File: src/rotaryDecoder.sv
`timescale 1ns/1ps

module rotaryDecoder
(
    input  logic       clock,
    input  logic       rstN,
    input  logic       read,
    input  logic [1:0] rotaryPins,        // bit 0 phase A, bit 1 phase B
    output logic       ready,
    output logic       rotaryEvent,
    output logic       directionRight
);

    logic [1:0] syncFirst;
    logic [1:0] syncSecond;
    logic prevA;
    logic aRise;

    assign aRise = syncSecond[0] && !prevA;

    always_ff @(posedge clock)
    begin
        if (!rstN)
        begin
            syncFirst <= '0;
            syncSecond <= '0;
            prevA <= 1'b0;
        end
        else
        begin
            syncFirst <= rotaryPins;
            syncSecond <= syncFirst;
            prevA <= syncSecond[0];
        end
    end

    always_ff @(posedge clock)
    begin
        if (!rstN)
        begin
            rotaryEvent <= 1'b0;
            directionRight <= 1'b0;
            ready <= 1'b0;
        end
        else
        begin
            if (read && !ready)
                rotaryEvent <= 1'b0;      // read acknowledges the step
            if (aRise)
            begin
                rotaryEvent <= 1'b1;      // a fresh step wins over the clear
                directionRight <= !syncSecond[1];
            end
            ready <= read && !ready;
        end
    end

    // the flag can only be raised by a low to high step of synchronised phase A
    eventNeedsEdge: assert property (
        @(posedge clock) disable iff (!rstN)
        $rose(rotaryEvent) |-> $past(syncSecond[0]) && !$past(syncSecond[0], 2)
    ) else $error("rotary event raised without a phase A edge");

endmodule

File: config.mk
export PLATFORM = sky130hd
export DESIGN_NAME = rotaryDecoder
export DESIGN_NICKNAME = d
export VERILOG_FILES = /design/src/rotaryDecoder.sv
export SDC_FILE = /design/constraint.sdc
export NUM_CORES = 1
export LEC_CHECK = 0
export ABC_AREA = 1
export BUFFER_PORTS_ARGS = -buffer_cell sky130_fd_sc_hd__buf_2
export CORE_AREA = 5 5 42 44
export CTS_BUF_LIST = sky130_fd_sc_hd__clkbuf_8 sky130_fd_sc_hd__clkbuf_16
export DETAILED_ROUTE_END_ITERATION = 8
export DIE_AREA = 0 0 47 49
export GPL_ROUTABILITY_DRIVEN = 0
export PLACE_DENSITY_LB_ADDON = 0.12
export SLEW_MARGIN = 20
export SYNTH_ARGS = -nofsm -noshare
export SYNTH_HDL_FRONTEND = slang
export SYNTH_SLANG_ARGS = --single-unit
export TNS_END_PERCENT = 50
File: constraint.sdc
create_clock -name clock -period 0.8 [get_ports clock]
set_input_delay 0.2 -clock clock [delete_from_list [all_inputs] [get_ports clock]]
set_output_delay 0.2 -clock clock [all_outputs]
set_load 0.02 [all_outputs]
==> Yosys cells after proc, flatten, opt, wreduce, memory -nomap -nowiden <==
Cells that the tools add are included.
{ "totals": {"reg_bits": 8, "input_bits": 5, "out_inout_bits": 3, "wordCells": 14} }
{ "classes": {"mux": 2, "reduce_logical": 6} }
{ "ops": {"columns": ["op", "n"], "rows": [
  ["$logic_not 1->1", 3],
  ["$logic_and 1x1->1", 2],
  ["$mux 1", 2],
  ["$reduce_bool 2->1", 1]
]} }

==> Depth between registers and ports, before layout <==
{ "logic_depth": {"word_depth": 4, "ltp_mapped": 4, "mapped_depth_nobuf": 4} }

==> Worst setup path after synthesis <==
Ideal clock, no wire load.
{ "synth_path": {"path_kind": "register -> register", "from": "reg ready", "to": "reg rotaryEvent", "setup_ps": 66, "arrival_time_ps": 696, "required_ps": 734, "path_slack_ps": 38, "stages_incl_launch_ff": 5, "path_buffers": 0, "synth_period_minus_slack_ps": 762, "cell_sequence": "dfxtp_1 inv_1 nand2_1 nand2_1 a21oi_2"} }
{ "synth_via": {"elab_chain_cells": 3} }
{ "synth_rtl": {"columns": ["element", "line_no", "source"], "rows": [
  ["from (decl)", "9", "output logic ready,"],
  ["from (signal assigned)", "54", "ready <= read && !ready;"],
  ["$logic_not 1->1", "47", "if (read && !ready)"],
  ["$logic_and 1x1->1", "47", null],
  ["$reduce_bool 2->1 (no line)", null, null],
  ["to (signal assigned)", "41", "rotaryEvent <= 1'b0;"],
  ["to (signal assigned)", "48", "rotaryEvent <= 1'b0;"],
  ["to (signal assigned)", "51", "rotaryEvent <= 1'b1;"],
  ["to (decl)", "10", "output logic rotaryEvent,"]
]} }
Every way passes these cells.
A chain may end at the register's enable or synchronous reset.

==> Worst setup path after layout <==
{ "layout_path": {"from": "reg rotaryEvent", "to": "out rotaryEvent"} }
No word-level cell between the ends.

==> out/metrics.csv <==
metric;value;unit
Net Sw Frac;18.6;%
slack of the critical path;-57.5;ps
relative slew slack;91.3;%
RSZ-0062 raised after global routing;yes;
drt pass-1 iters;1;
Gate power share;6.6;%
Final Util;26.3;%
clk sink count;8;
synth cell count leaders;nand2_1 (9), dfxtp_1 (8), inv_1 (7);
Flop pwr share;45.1;%
postcts setup bufs;0;
Peak VDD IR;0.000770;V
CTS root buf;clkbuf_8;
vias in the first global route;170;
Initial DRC Count;0;
port bufs;7;
Vias;187;
pwr dens;2580;nW/um2
cell with the most instances after synthesis;nand2_1;
latest clock arrival within the worst-skew pair;220;ps
Routed WL;404;um
Syn Area/Cell;8.34;um2
share of post-route cells with drive strength above 1;37.5;%
CTS tree;built;
Die H;49;um
CTS Buf Count;3;
Worst Skew;1.30;ps
period utilization;107;%
FF+latch count, synth;8;
row cnt;14;
Synth area leader;dfxtp_1;
family with the most delay on the worst path;flip-flops;
measured slew at the worst slew-check pin;131;ps
post-route ant nets;0;
crit end category;output port;
Cells after Synth;30;
Top Ports;8;
maxcap violations;0;
Internal Power;776;uW
DP HPWL;333;um
grt total ovfl;0;
WL per Instance;7.21;um
yosys warns;0;
htree depth;1;
ANT cells;0;
CP max FO;2;
ranking of synthesized cells by area;dfxtp_1 (64%), nand2_1 (14%), inv_1 (11%);
Die W;47;um
drc violations;0;
Startpoint Class;flip-flop;
Seq/Total Area, Yosys;64.0;%
Buf+Inv Stages, Crit Path;1;
failing checks;setup timing;
number of synthesized flops with an enable pin;0;
WP data arrival;660;ps
fraction of registers with async set/reset;0;%
largest net degree at the start of global routing;8;
Slew Viols, Final;0;
Slowest cell on crit path;dfxtp_2;
syn nets;35;
total die area;2300;um2
status;finished with violations;
Final min period;857;ps
Post-Route Setup TNS;-169;ps
clk buf depth;2;
part of the power in the clock network;48.3;%
LEAKAGE;0.197;nW
initial antenna violation count;0;
slowest stage delay, CP;310;ps
worst min path class;primary input to flip-flop;
DP Worst Slack;128;ps
first-pass GRT wire length;600;um
WHS;158;ps
f_max;1170;MHz
Hold Vio Cnt, Final;0;
Cell variety after synth;8;
Core Region;1400;um2
WP data required;600;ps
kind of critical path;flip-flop to output port;
post-layout net count;47;
most frequently used flop master after synthesis;dfxtp_1;
setup violators final;3;
CTS hold repair buffers;0;
Initial Util;17.9;%
Critical Path, Cell by Cell;buf_6;
Via density;3.34;
Reg clk slew, reported paths;40;ps
Sw Pwr;178;uW
Synth top area share;64.0;%
GRT Util Overall;4.09;%
Synth-to-Final Area Change;47.5;%
synthesized area;250;um2
==> layer usage <==
metal	wire [um]	up-vias	global-route usage [%]
met4	0	0	5.53
met1	152	76	3.75
met3	46	0	2.21
met5	0	-	0
met2	205	6	5.20
li1	-	105	-
==> flip-flops by register name, indices dropped and copies added (netlist names) <==
name	cells
directionRight	1
ready	1
syncFirst	2
prevA	1
rotaryEvent	1
syncSecond	2
==> power by group through the flow <==
stage | clock, mW | sequential (mW) | combinational [mW]
after global placement | 0 | 0.432 | 0.0547
after CTS | 0.481 | 0.430 | 0.0645
final | 0.461 | 0.430 | 0.0629
after global routing | 0.506 | 0.431 | 0.0704
after detailed placement | 0 | 0.433 | 0.0558
after floorplan | 0 | 0.442 | 0.0217
==> logic make-up (layout without fill, tap and decap cells) <==
kind of cell           Yosys count  after routing  share of synthesized area, %
and+or+nand+nor                 12             12                          18.5
DFF                              8              8                          64.0
buffers and inverters            8             18                          12.0
AOI/OAI and AO/OA                2              2                          5.50
==> layout by cell type, fill, tap and decap left out <==
cell type / count
dfxtp_2: 3
buf_2: 4
nor2_1: 2
a21oi_1: 1
inv_2: 1
dfxtp_1: 5
clkbuf_8: 3
a21oi_2: 1
buf_6: 3
nand3_1: 1
nand2_1: 9
inv_1: 7
==> layout make-up <==
class / instances / area (um2)
Clock buffer: 3 / 41.3
Fill cell: 165 / 1030
Inverter: 8 / 30.0
Multi-Input combinational cell: 14 / 60.1
Sequential cell: 8 / 164
Tap cell: 16 / 20.0
Timing Repair Buffer: 7 / 53.8
==> path summary, 6_finish.rpt <==
path / end / cells past startpoint / slack [ps] / startpoint
worst max-delay path: rotaryEvent / 1 / -60 / rotaryEvent$_SDFFE_PN0P_
worst min-delay path: syncFirst[0]$_SDFF_PN0_ / 3 / 160 / rotaryPins[0]
worst max register to register: directionRight$_SDFFE_PN0P_ / 3 / 140 / syncSecond[0]$_SDFF_PN0_
worst min register to register: syncSecond[1]$_SDFF_PN0_ / 2 / 400 / syncFirst[1]$_SDFF_PN0_
==> through the flow <==
stage	instance area (um2)	std cells	total power, mW
final	369	56	0.954
after global routing	369	56	1.01
after global placement	305	53	0.487
after CTS	369	56	0.975
after detailed placement	305	53	0.489
after floorplan	250	30	0.464
==> timing repair <==
action	CTS	global route
setup endpoints to repair	3	3
endpoints found under the hold margin	0	0
pin swaps	0	0
resized for setup	9	0
==> worst min-delay path, delay by kind of cell <==
kind,cells,cell delay [ps]
buffers and inverters,2,110
and+or+nand+nor,1,40
(Power assumes the default switching activity.)
