==> config.mk <==
export PLATFORM = sky130hd
export DESIGN_NAME = ledPort
export DESIGN_NICKNAME = d
export VERILOG_FILES = /design/src/boardPkg.sv /design/src/ledPort.sv
export SDC_FILE = /design/constraint.sdc
export NUM_CORES = 1
export LEC_CHECK = 0
export BUFFER_PORTS_ARGS = -buffer_cell sky130_fd_sc_hd__buf_2
export CAP_MARGIN = 10
export CELL_PAD_IN_SITES_DETAIL_PLACEMENT = 1
export CELL_PAD_IN_SITES_GLOBAL_PLACEMENT = 2
export CORE_UTILIZATION = 22
export DETAILED_ROUTE_END_ITERATION = 8
export GPL_TIMING_DRIVEN = 1
export PLACE_DENSITY_LB_ADDON = 0.25
export SLEW_MARGIN = 30
export SYNTH_ARGS = -nofsm -noshare
export SYNTH_HDL_FRONTEND = slang
export SYNTH_SLANG_ARGS = --single-unit
==> constraint.sdc <==
create_clock -name clock -period 0.9 [get_ports clock]
set_input_delay 0.09 -clock clock [delete_from_list [all_inputs] [get_ports clock]]
set_output_delay 0.09 -clock clock [all_outputs]
set_load 0.02 [all_outputs]
==> src/boardPkg.sv <==
package boardPkg;

    localparam int WordAddrBits = 30;     // processor data bus is word addressed
    localparam int LedWidth = 14;
    localparam int SwitchWidth = 8;

    typedef logic [31:0] dataWord;
    typedef logic [3:0] byteEnable;       // bit n enables byte n of a data word

    // address bits 29:26 equal to this select the devices
    localparam logic [3:0] MmioRegion = 4'd11;

    // device select in address bits 25:23
    // codes 0 to 3 and 7 have no device behind them
    typedef enum logic [2:0] {
        DevLed = 3'd4,
        DevSwitch = 3'd5,
        DevRotary = 3'd6
    } deviceId;

    typedef struct packed {
        logic [3:0] region;               // address bits 29:26
        deviceId device;                  // address bits 25:23
        logic [22:0] offset;              // register offset inside a device
    } mmioFields;

    // one data word address, seen as a plain memory index or as
    // region and device fields when it falls in the device region
    typedef union packed {
        logic [WordAddrBits-1:0] memWord;
        mmioFields mmio;
    } busAddrT;

endpackage

==> src/ledPort.sv <==
`timescale 1ns/1ps

module ledPort import boardPkg::*;
(
    input  logic                clock,
    input  logic                rstN,
    input  logic                write,
    input  logic                read,
    input  logic [LedWidth-1:0] writeData,
    output logic [LedWidth-1:0] readData,
    output logic                ready,
    output logic [LedWidth-1:0] leds
);

    logic [LedWidth-1:0] ledReg;

    always_ff @(posedge clock)
    begin
        if (!rstN)
        begin
            ledReg <= '0;
            ready <= 1'b0;
        end
        else
        begin
            if (write)
                ledReg <= writeData;      // same value on the held cycle
            ready <= (read || write) && !ready;
        end
    end

    assign readData = ledReg;
    assign leds = ledReg;

endmodule

* Word-level counts from Yosys, hierarchy flattened
Index checks and enable logic that the tools add are counted.
Word-level totals: bits of input ports 18, output and inout port bits 29, word-level logic and storage cells 5, flip-flop bits (word level) 15
Cells by class: reductions and logical operators 3
Operators with widths (count):
- $logic_and A1 B1 Y1 | 1
- $logic_not A1 Y1 | 1
- $logic_or A1 B1 Y1 | 1

* Longest topological paths before layout
word-level depth 2, depth in mapped cells 4, mapped depth without buffers 2

* Worst setup path after synthesis
No wires, ideal clock.
kind register -> output, start point register ledReg[0] (netlist: leds[0]), end point output port readData[0], slack 0.195 ns, cell stages (with the launch flop) 2, arrival time 0.615 ns, data required time 0.810 ns, path buffers 1, path through dfxtp_1 > buf_4
RTL lines:
- start, declared | line ledPort.sv:15 | logic [LedWidth-1:0] ledReg;
- start signal, assigned | line ledPort.sv:27 | ledReg <= writeData;
- end, declared | line ledPort.sv:10 | output logic [LedWidth-1:0] readData,
No word-level cell between the ends.

* Worst setup path after layout
start point register ledReg[7] (netlist: leds[7]), end point output port leds[7]
RTL lines:
- end, declared | line ledPort.sv:12 | output logic [LedWidth-1:0] leds
No word-level cell between the ends.

==> flow_metrics.py <==
metrics = {
    "sta": {
        "hold_violations": 0,
        "setup_slack_ps": 22.3,
        "slew-limit-headroom_pct": 84.6,
        "tightest_slew_ps": 231,
        "finalMaxSlewViolations": 0,
        "timing.hold.ws_ps": 57.0,
        "setup-violations-final": 0,
        "period_share_pct": 97.5,
        "finalCriticalPeriod_ps": 878,
        "fin_skew_ps": 0,
        "rsz0062_at_grt": "true",
        "max_freq_mhz": 1140,
        "fin_setup_tns_ps": 0,
    },
    "cts": {
        "ctsResizeCount": 21,
        "cts_root_buf": "clkbuf_4",
        "clk_path_buf_depth": 2,
        "path_clk_slew_ps": 100,
        "cts_buffers": 3,
        "post_cts_buffers": 0,
        "clock_latency_ps": 280,
        "cts_tree": "yes",
        "cts_sinks": 15,
        "h-tree-depth": 1,
        "postCtsHoldBufs": 0,
    },
    "power": {
        "p_int_mw": 1.07,
        "p_clk_share_pct": 25.9,
        "combPwrFrac_pct": 24.6,
        "p_switching_mw": 0.440,
        "peakVddDrop_mv": 0.503,
        "p_leak_nw": 0.496,
        "power_mw": 1.51,
        "power_per_cell_area_nw_per_um2": 1520,
        "p_sw_share_pct": 29.1,
        "pwr-share-seq_pct": 49.6,
    },
    "grt": {
        "antenna_found_initial": 0,
        "overflow": 0,
        "grt_pass1_vias": 509,
        "grt_max_degree": 16,
        "grt_use_total_pct": 8.92,
        "grt_pass1_wl_um": 2260,
    },
    "yosys": {
        "ys_warn_count": 0,
        "synthTopCellsByCount": "dfxtp_1, buf_4, mux2i_1, nor2b_1",
        "ys_seq_area_share_pct": 44.0,
        "synth_area_leaders": "dfxtp_1, mux2i_1, buf_4, nor2b_1, buf_12",
        "synth_top_area_share_pct": 44.0,
        "syn_area_per_cell_um2": 11.0,
        "ys_ff_latch": 15,
        "synthCells": 62,
        "synthDistinctLibCells": 9,
        "synth_area_um2": 682,
        "yosys.area.top_type": "dfxtp_1",
        "synthFlopType": "dfxtp_1",
        "synth_most_common_cell": "dfxtp_1",
        "synth-async-reset-ratio_pct": 0,
        "synth_fp_nets": 80,
        "synth_enable_flop_cells": 0,
    },
    "critical_path": {
        "regToRegStartpoint": "leds[2]",
        "endpoint_kind": "primary output",
        "crit_chain": "buf_4",
        "criticalPathCategory": "reg2out",
        "rrSetupSlack_ps": 240,
        "cp_top_family": "flip-flops",
        "arrival_ps": 790,
        "critPathLaunchType": "flop",
        "r2r_cells": 2,
        "cp_max_fo": 3,
        "cp_slowest_stage_delay_ps": 360,
        "worst_ep_required_time_ps": 810,
        "crit_buf_inv": 1,
        "worstReg2RegEnd": "leds[2]",
        "crit_path_top_delay_cell": "dfxtp_2",
    },
    "place": {
        "port_buffers": 46,
        "routabilityCongestion": 0.671,
        "post-place-ws_ps": 155,
        "dp_hpwl_um": 1060,
    },
    "drt": {
        "wl_per_cell_um": 11.5,
        "route.detailed.drc": 3,
        "dr.pass1.iters": 5,
        "vias": 518,
        "viasPerCell": 4.08,
        "ant_nets": 0,
        "dr.first_iter.drc_count": 7,
        "wl_um": 1460,
    },
    "job": {
        "drv_cap": 0,
    },
    "finish": {
        "antennaDiodeCount": 0,
        "utilization_pct": 34.9,
        "syn_to_final_growth_pct": 45.9,
        "drive_gt1_share_pct": 69.8,
        "nets": 115,
    },
    "worst_hold_path": {
        "hold_path_startpoint": "read",
        "hold_path_depth": 3,
        "holdPathEnd": "ready",
        "hp-class": "in2reg",
    },
    "die": {
        "core.rowCount": 19,
        "die_w_um": 57.7,
        "die_area_um2": 3330,
        "fp.dieH_um": 57.7,
        "top_level_ports": 47,
        "core_area_um2": 2850,
        "start_util_pct": 23.9,
    },
    "run_status": {
        "violations": "design-rule violations",
        "outcome": "finished, violations left",
    },
}
## worst max-delay path by stage
stage	startpoint	to	slack, ps	cells after the start
after floorplan	leds[0]	readData[0]	190	1
after global placement	write	leds[0]	170	4
after detailed placement	write	leds[13]	150	4
after CTS	leds[1]	leds[1]	-10	1
after global routing	leds[7]	leds[7]	-30	1
final	leds[7]	leds[7]	20	1
## cell families (layout without fill, tap and decap cells)
logic type	after synthesis	in the layout	synth area share, %
multiplexers	14	14	20.5
buffers and inverters	17	51	20.5
flip-flops	15	15	44.0
AND/OR/NAND/NOR	16	16	14.9
## metrics by stage
step | cell area [µm²] | std cells
2_1_floorplan | 682 | 62
3_3_place_gp | 831 | 123
3_5_place_dp | 831 | 123
4_1_cts | 905 | 127
5_1_grt | 995 | 127
6_report | 995 | 127
## flip-flops by register name, summed over array words and instances (netlist names)
signal  flops
leds       14
ready       1
## layer usage
metal | part of all wire [%] | vias up | global-route usage, %
li1 | - | 252 | -
met1 | 42 | 238 | 11.3
met2 | 48 | 26 | 13.8
met3 | 8.7 | 2 | 2.90
met4 | 0.89 | 0 | 4.08
met5 | 0 | - | 0
## cells in the final DEF, fill, tap and decap left out, drive strengths merged
master / count
buf: 47
dfxtp: 15
mux2i: 14
nor2b: 14
clkbuf: 3
nor2: 1
nor3b: 1
clkinv: 1
## area by class of cell
type	count	area, µm²
multi-input combinational	30	241
sequential	15	319
clock inverter	1	5.00
fill	328	1860
tap	31	38.8
clock buffer	3	22.5
timing repair buffer	47	368
## power by group through the flow
| stage | combinational [mW] | sequential, mW | clock [mW] |
|---|---|---|---|
| 6_report | 0.371 | 0.749 | 0.391 |
| 3_5_place_dp | 0.315 | 0.746 | 0 |
| 4_1_cts | 0.337 | 0.737 | 0.412 |
| 2_1_floorplan | 0.193 | 0.795 | 0 |
| 5_1_grt | 0.395 | 0.755 | 0.450 |
| 3_3_place_gp | 0.313 | 0.745 | 0 |
(Power assumes the default switching activity.)
