File: src/boardPkg.sv
package boardPkg;

    localparam int WordAddrBits = 30;     // processor data bus is word addressed
    localparam int LedWidth = 14;
    localparam int SwitchWidth = 8;

    typedef logic [31:0] dataWord;
    typedef logic [3:0] byteEnable;       // bit n enables byte n of a data word

    // address bits 29:26 equal to this select the devices
    localparam logic [3:0] MmioRegion = 4'd11;

    // device select in address bits 25:23
    // codes 0 to 3 and 7 have no device behind them
    typedef enum logic [2:0] {
        DevLed = 3'd4,
        DevSwitch = 3'd5,
        DevRotary = 3'd6
    } deviceId;

    typedef struct packed {
        logic [3:0] region;               // address bits 29:26
        deviceId device;                  // address bits 25:23
        logic [22:0] offset;              // register offset inside a device
    } mmioFields;

    // one data word address, seen as a plain memory index or as
    // region and device fields when it falls in the device region
    typedef union packed {
        logic [WordAddrBits-1:0] memWord;
        mmioFields mmio;
    } busAddrT;

endpackage

File: src/switchFilter.sv
`timescale 1ns/1ps

module switchFilter import boardPkg::*;
#(
    parameter int DebounceCycles = 4
)
(
    input  logic                   clock,
    input  logic                   rstN,
    input  logic                   read,
    input  logic [SwitchWidth-1:0] switchPins,
    output logic [SwitchWidth-1:0] switchState,
    output logic                   ready
);

    localparam int CountBits = $clog2(DebounceCycles + 1);
    localparam logic [CountBits-1:0] CountDone = CountBits'(DebounceCycles);

    logic [SwitchWidth-1:0] syncFirst;
    logic [SwitchWidth-1:0] syncSecond;
    logic [SwitchWidth-1:0] syncLast;     // previous synchronised value
    logic [CountBits-1:0] stableCount;

    always_ff @(posedge clock)
    begin
        if (!rstN)
        begin
            syncFirst <= '0;
            syncSecond <= '0;
            syncLast <= '0;
            stableCount <= '0;
            switchState <= '0;
            ready <= 1'b0;
        end
        else
        begin
            syncFirst <= switchPins;      // pins are asynchronous
            syncSecond <= syncFirst;
            syncLast <= syncSecond;
            if (syncSecond != syncLast)
                stableCount <= '0;        // any bounce restarts the wait
            else if (stableCount != CountDone)
                stableCount <= stableCount + 1'b1;
            if (stableCount == CountDone)
                switchState <= syncLast;
            ready <= read && !ready;
        end
    end

endmodule

File: config.mk
export PLATFORM = sky130hd
export DESIGN_NAME = switchFilter
export DESIGN_NICKNAME = d
export VERILOG_FILES = /design/src/boardPkg.sv /design/src/switchFilter.sv
export SDC_FILE = /design/constraint.sdc
export NUM_CORES = 1
export LEC_CHECK = 0
export BUFFER_PORTS_ARGS = -buffer_cell sky130_fd_sc_hd__buf_2
export CAP_MARGIN = 40
export CORE_MARGIN = 5
export CORE_UTILIZATION = 50
export CTS_BUF_LIST = sky130_fd_sc_hd__clkbuf_2
export CTS_CLUSTER_SIZE = 28
export DETAILED_ROUTE_END_ITERATION = 16
export GPL_TIMING_DRIVEN = 0
export PLACE_DENSITY = 0.71
export SLEW_MARGIN = 20
export SYNTH_ARGS = -nofsm -noshare
export SYNTH_HDL_FRONTEND = slang
export SYNTH_SLANG_ARGS = --single-unit
File: constraint.sdc
create_clock -name clock -period 1.69 [get_ports clock]
set_input_delay 0.2535 -clock clock [delete_from_list [all_inputs] [get_ports clock]]
set_output_delay 0.2535 -clock clock [all_outputs]
set_load 0.01 [all_outputs]
# --- After elaboration in Yosys (flattened, before gate mapping) ---
# Index checks and enable logic that the tools add are counted.
totals:
  register_bits: 36
  in_bits: 11
  out_inout_bits: 9
  elab_cells: 14
classes:
  n_addsub: 1
  eq_ne: 3
  bitwise_logic: 1
  reduce_logical: 3
op_table:
  columns: ["op", "count"]
  rows:
  - ["8-bit != test", 1]
  - ["3-bit by 1-bit adder with 3-bit output (second input constant)", 1]
  - ["3-bit == test (second input constant)", 1]
  - ["3-bit != test (second input constant)", 1]
  - ["2-bit OR reduction", 1]
  - ["1-bit logical AND", 1]
  - ["1-bit zero test", 1]
  - ["1-bit inverter", 1]

# --- Logic depth before layout (Yosys ltp) ---
logic_depth:
  word_depth: 2
  ltp_mapped: 6
  depth_no_buf: 5

# --- Least setup slack after synthesis ---
# Ideal clock, no wire load.
synth_path:
  path_kind: "register -> register"
  start: "reg stableCount[0]"
  end: "reg stableCount[0]"
  setup_ps: 120
  arrival_time_ps: 1062
  path_slack_ps: 509
  stages_incl_launch_ff: 7
  path_buffers: 1
  period_less_slack_ps: 1181
  path_cell_list: "dfxtp_1 inv_1 ha_1 and2_1 buf_6 xnor2_1 nor4_2"
synth_between:
  elab_chain_cells: 1
  elab_cells_between_ends: 2
  cone_classes: "add/sub (1); eq/ne (1)"
synth_rtl:
  columns: ["element", "line", "rtl"]
  rows:
  - ["from (decl)", "switchFilter.sv:22", "logic [CountBits-1:0] stableCount;"]
  - ["from (signal assigned)", "switchFilter.sv:43", "stableCount <= stableCount + 1'b1;"]
  - ["3-bit by 1-bit adder with 3-bit output or 3-bit != test (tied branches)", "switchFilter.sv:43, switchFilter.sv:42", null]
# Several ways; a longest one is shown, not always the timed one.
# A chain may end at the register's enable or synchronous reset.

# --- Worst setup path after layout ---
# Ends and elaborated chain as after synthesis.

==> metrics.yaml <==
core-area_um2: 2250
antenna_cells: 0
async_reset_ff_share_pct: 0
setup_viol: 0
drv_slew: 0
cts_tree: "yes"
clk_latency_ns: 0.35
grt_remaining_overflow: 0
htreeDepth: 2
track_usage_pct: 11.6
ys_seq_area_share_pct: 59.6
netlist_area_um2: 1210
wl_per_cell_um: 10.2
synthTopCellsByCount: "dfxtp_1 (36), and2_1 (25), nand2_1 (17), xnor2_1 (9), a21boi_0 (8)"
cp_data_required_time_ns: 1.97
peakVddDrop_uv: 624
status: "finished clean"
end_kind: "flip-flop"
cts-buffers-inserted: 5
fin_nets: 152
holdWs_ns: 0.0862
first_global_vias: 688
cts_buffer_depth: 2
crit_type: "flip-flop to flip-flop"
area_growth_pct: 14.0
grt_pass1_wl_um: 2870
synth_seq_cells: 36
die_w_um: 59.2
pin_count: 20
fin_worst_skew_ns: 0.00588
via_per_inst: 4.57
grt_antenna_before_repair: 0
synth_edf_count: 0
min_period_ns: 1.28
p_leak_nw: 0.575
clockRootBuffer: "clkbuf_2"
synthTopCellsByArea: "dfxtp_1 (60%), and2_1 (13%), xnor2_1 (6.5%), nand2_1 (5.3%), a21boi_0 (5.0%)"
clock.fmax_mhz: 780
syn_avg_cell_area_um2: 10.7
synth_cell_types: 18
yosysTopAreaCell: "dfxtp_1"
drt_pass1_iterations: 3
die_h_um: 59.2
drtIter0Drc: 6
max_slew_margin_pct: 76.7
rows: 17
wirelength_um: 1710
cts.sinks: 36
yosys_warnings: 0
maxCapViolations: 0
post_cts_buffers: 0
initial_core_util_pct: 53.6
drive_gt1_share_pct: 20.7
synth_top_area_share_pct: 59.6
dp_hpwl_um: 1280
power_density_nw_per_um2: 960
dr_total_vias: 767
gp_congestion: 0.672
hold_violations: 0
yosysMostFrequentCell: "dfxtp_1"
syn_inst: 113
synth.net_count: 126
synth_ff_type: "dfxtp_1"
worst_pin_slew_ns: 0.350
port_buffers: 19
postCtsResizedCells: 0
cp.arrival_ns: 1.56
cp-start-kind: "flip-flop"
dieArea_um2: 3500
grt_start_max_net_pins: 11
hold_path_class: "primary input to flip-flop"
rsz0062_at_grt: "false"
hold_buffers: 0
cp_max_fo: 9
fin_crit_sh_pct: 75.9
drc: 0
cts.clk_slew.worst_paths_ns: 0.16
ant_nets: 0
fin_tns_setup_ns: 0
## power by group
| part | switching (mW) | internal, mW |
|---|---|---|
| Clock | 0.249 | 0.111 |
| Combinational | 0.0340 | 0.0407 |
| Sequential | 0.0115 | 0.876 |
## flip-flops by register name, summed over array words and instances, names as in the netlist
| name | count |
|---|---|
| stableCount | 3 |
| switchState | 8 |
| syncSecond | 8 |
| syncFirst | 8 |
| syncLast | 8 |
| ready | 1 |
## stage by stage
| step | worst slack [ns] | power [mW] | util [%] | std cells | area (um^2) |
|---|---|---|---|---|---|
| 6_report | 0.407 | 1.32 | 61.1 | 168 | 1380 |
| 5_1_grt | 0.325 | 1.39 | 61.1 | 168 | 1380 |
| 4_1_cts | 0.395 | 1.34 | 61.1 | 168 | 1380 |
| 3_5_place_dp | 0.431 | 0.982 | 59.4 | 160 | 1340 |
| 3_3_place_gp | 0.460 | 0.979 | 59.4 | 160 | 1340 |
| 2_1_floorplan | 0.509 | 0.956 | - | 113 | 1210 |
## routing by layer
layer / GRT usage [%] / up-vias / wire, um
met4: 8.41 / 0 / 46
li1: - / 414 / -
met2: 17.8 / 21 / 767
met1: 11.9 / 326 / 758
met5: 0 / - / 0
met3: 6.10 / 6 / 139
## final cells by class
cell class | count | area [um^2]
Multi-Input combinational cell | 71 | 458
Fill cell | 211 | 877
Clock inverter | 1 | 3.75
Timing Repair Buffer | 19 | 95.1
Clock buffer | 7 | 35.0
Inverter | 2 | 7.51
Tap cell | 28 | 35.0
Sequential cell | 36 | 721
Buffer | 4 | 22.5
## cell usage in the layout, fill, tap and decap left out, drive strengths merged
master,n
and2,25
mux2i,1
inv,2
clkbuf,10
nand3b,1
nand3,1
nor4,3
clkinv,1
nand2,18
nand4,1
and3b,1
o21ai,1
dfxtp,36
a21boi,8
buf,20
ha,2
xnor2,9
## critical path, cell delays in order (launching register included)
cell and delay (ns):
dfxtp_1 0.37, inv_1 0.07, ha_1 0.22, and2_1 0.17, buf_6 0.13, xnor2_1 0.13, nor4_2 0.11
## kinds of logic after synthesis
kind of cell,Yosys count,synth area share [%]
muxes,1,0.828
DFF,36,59.6
adders and majority gates,2,2.07
buffers and inverters,6,2.48
and+or+nand+nor,50,23.1
AOI/OAI and AO/OA,9,5.38
xor gates and xnor gates,9,6.52
## path summary, 6_finish.rpt
check / start / end / slack (ns) / cells past startpoint
setup / recovery: stableCount[0] / stableCount[0] / 0.41 / 6
setup reg to reg: stableCount[0] / stableCount[0] / 0.41 / 6
hold / removal: switchPins[2] / syncFirst[2] / 0.09 / 2
hold reg to reg: syncFirst[3] / syncSecond[3] / 0.45 / 1
Note: power is estimated with default switching activity, not from simulation.
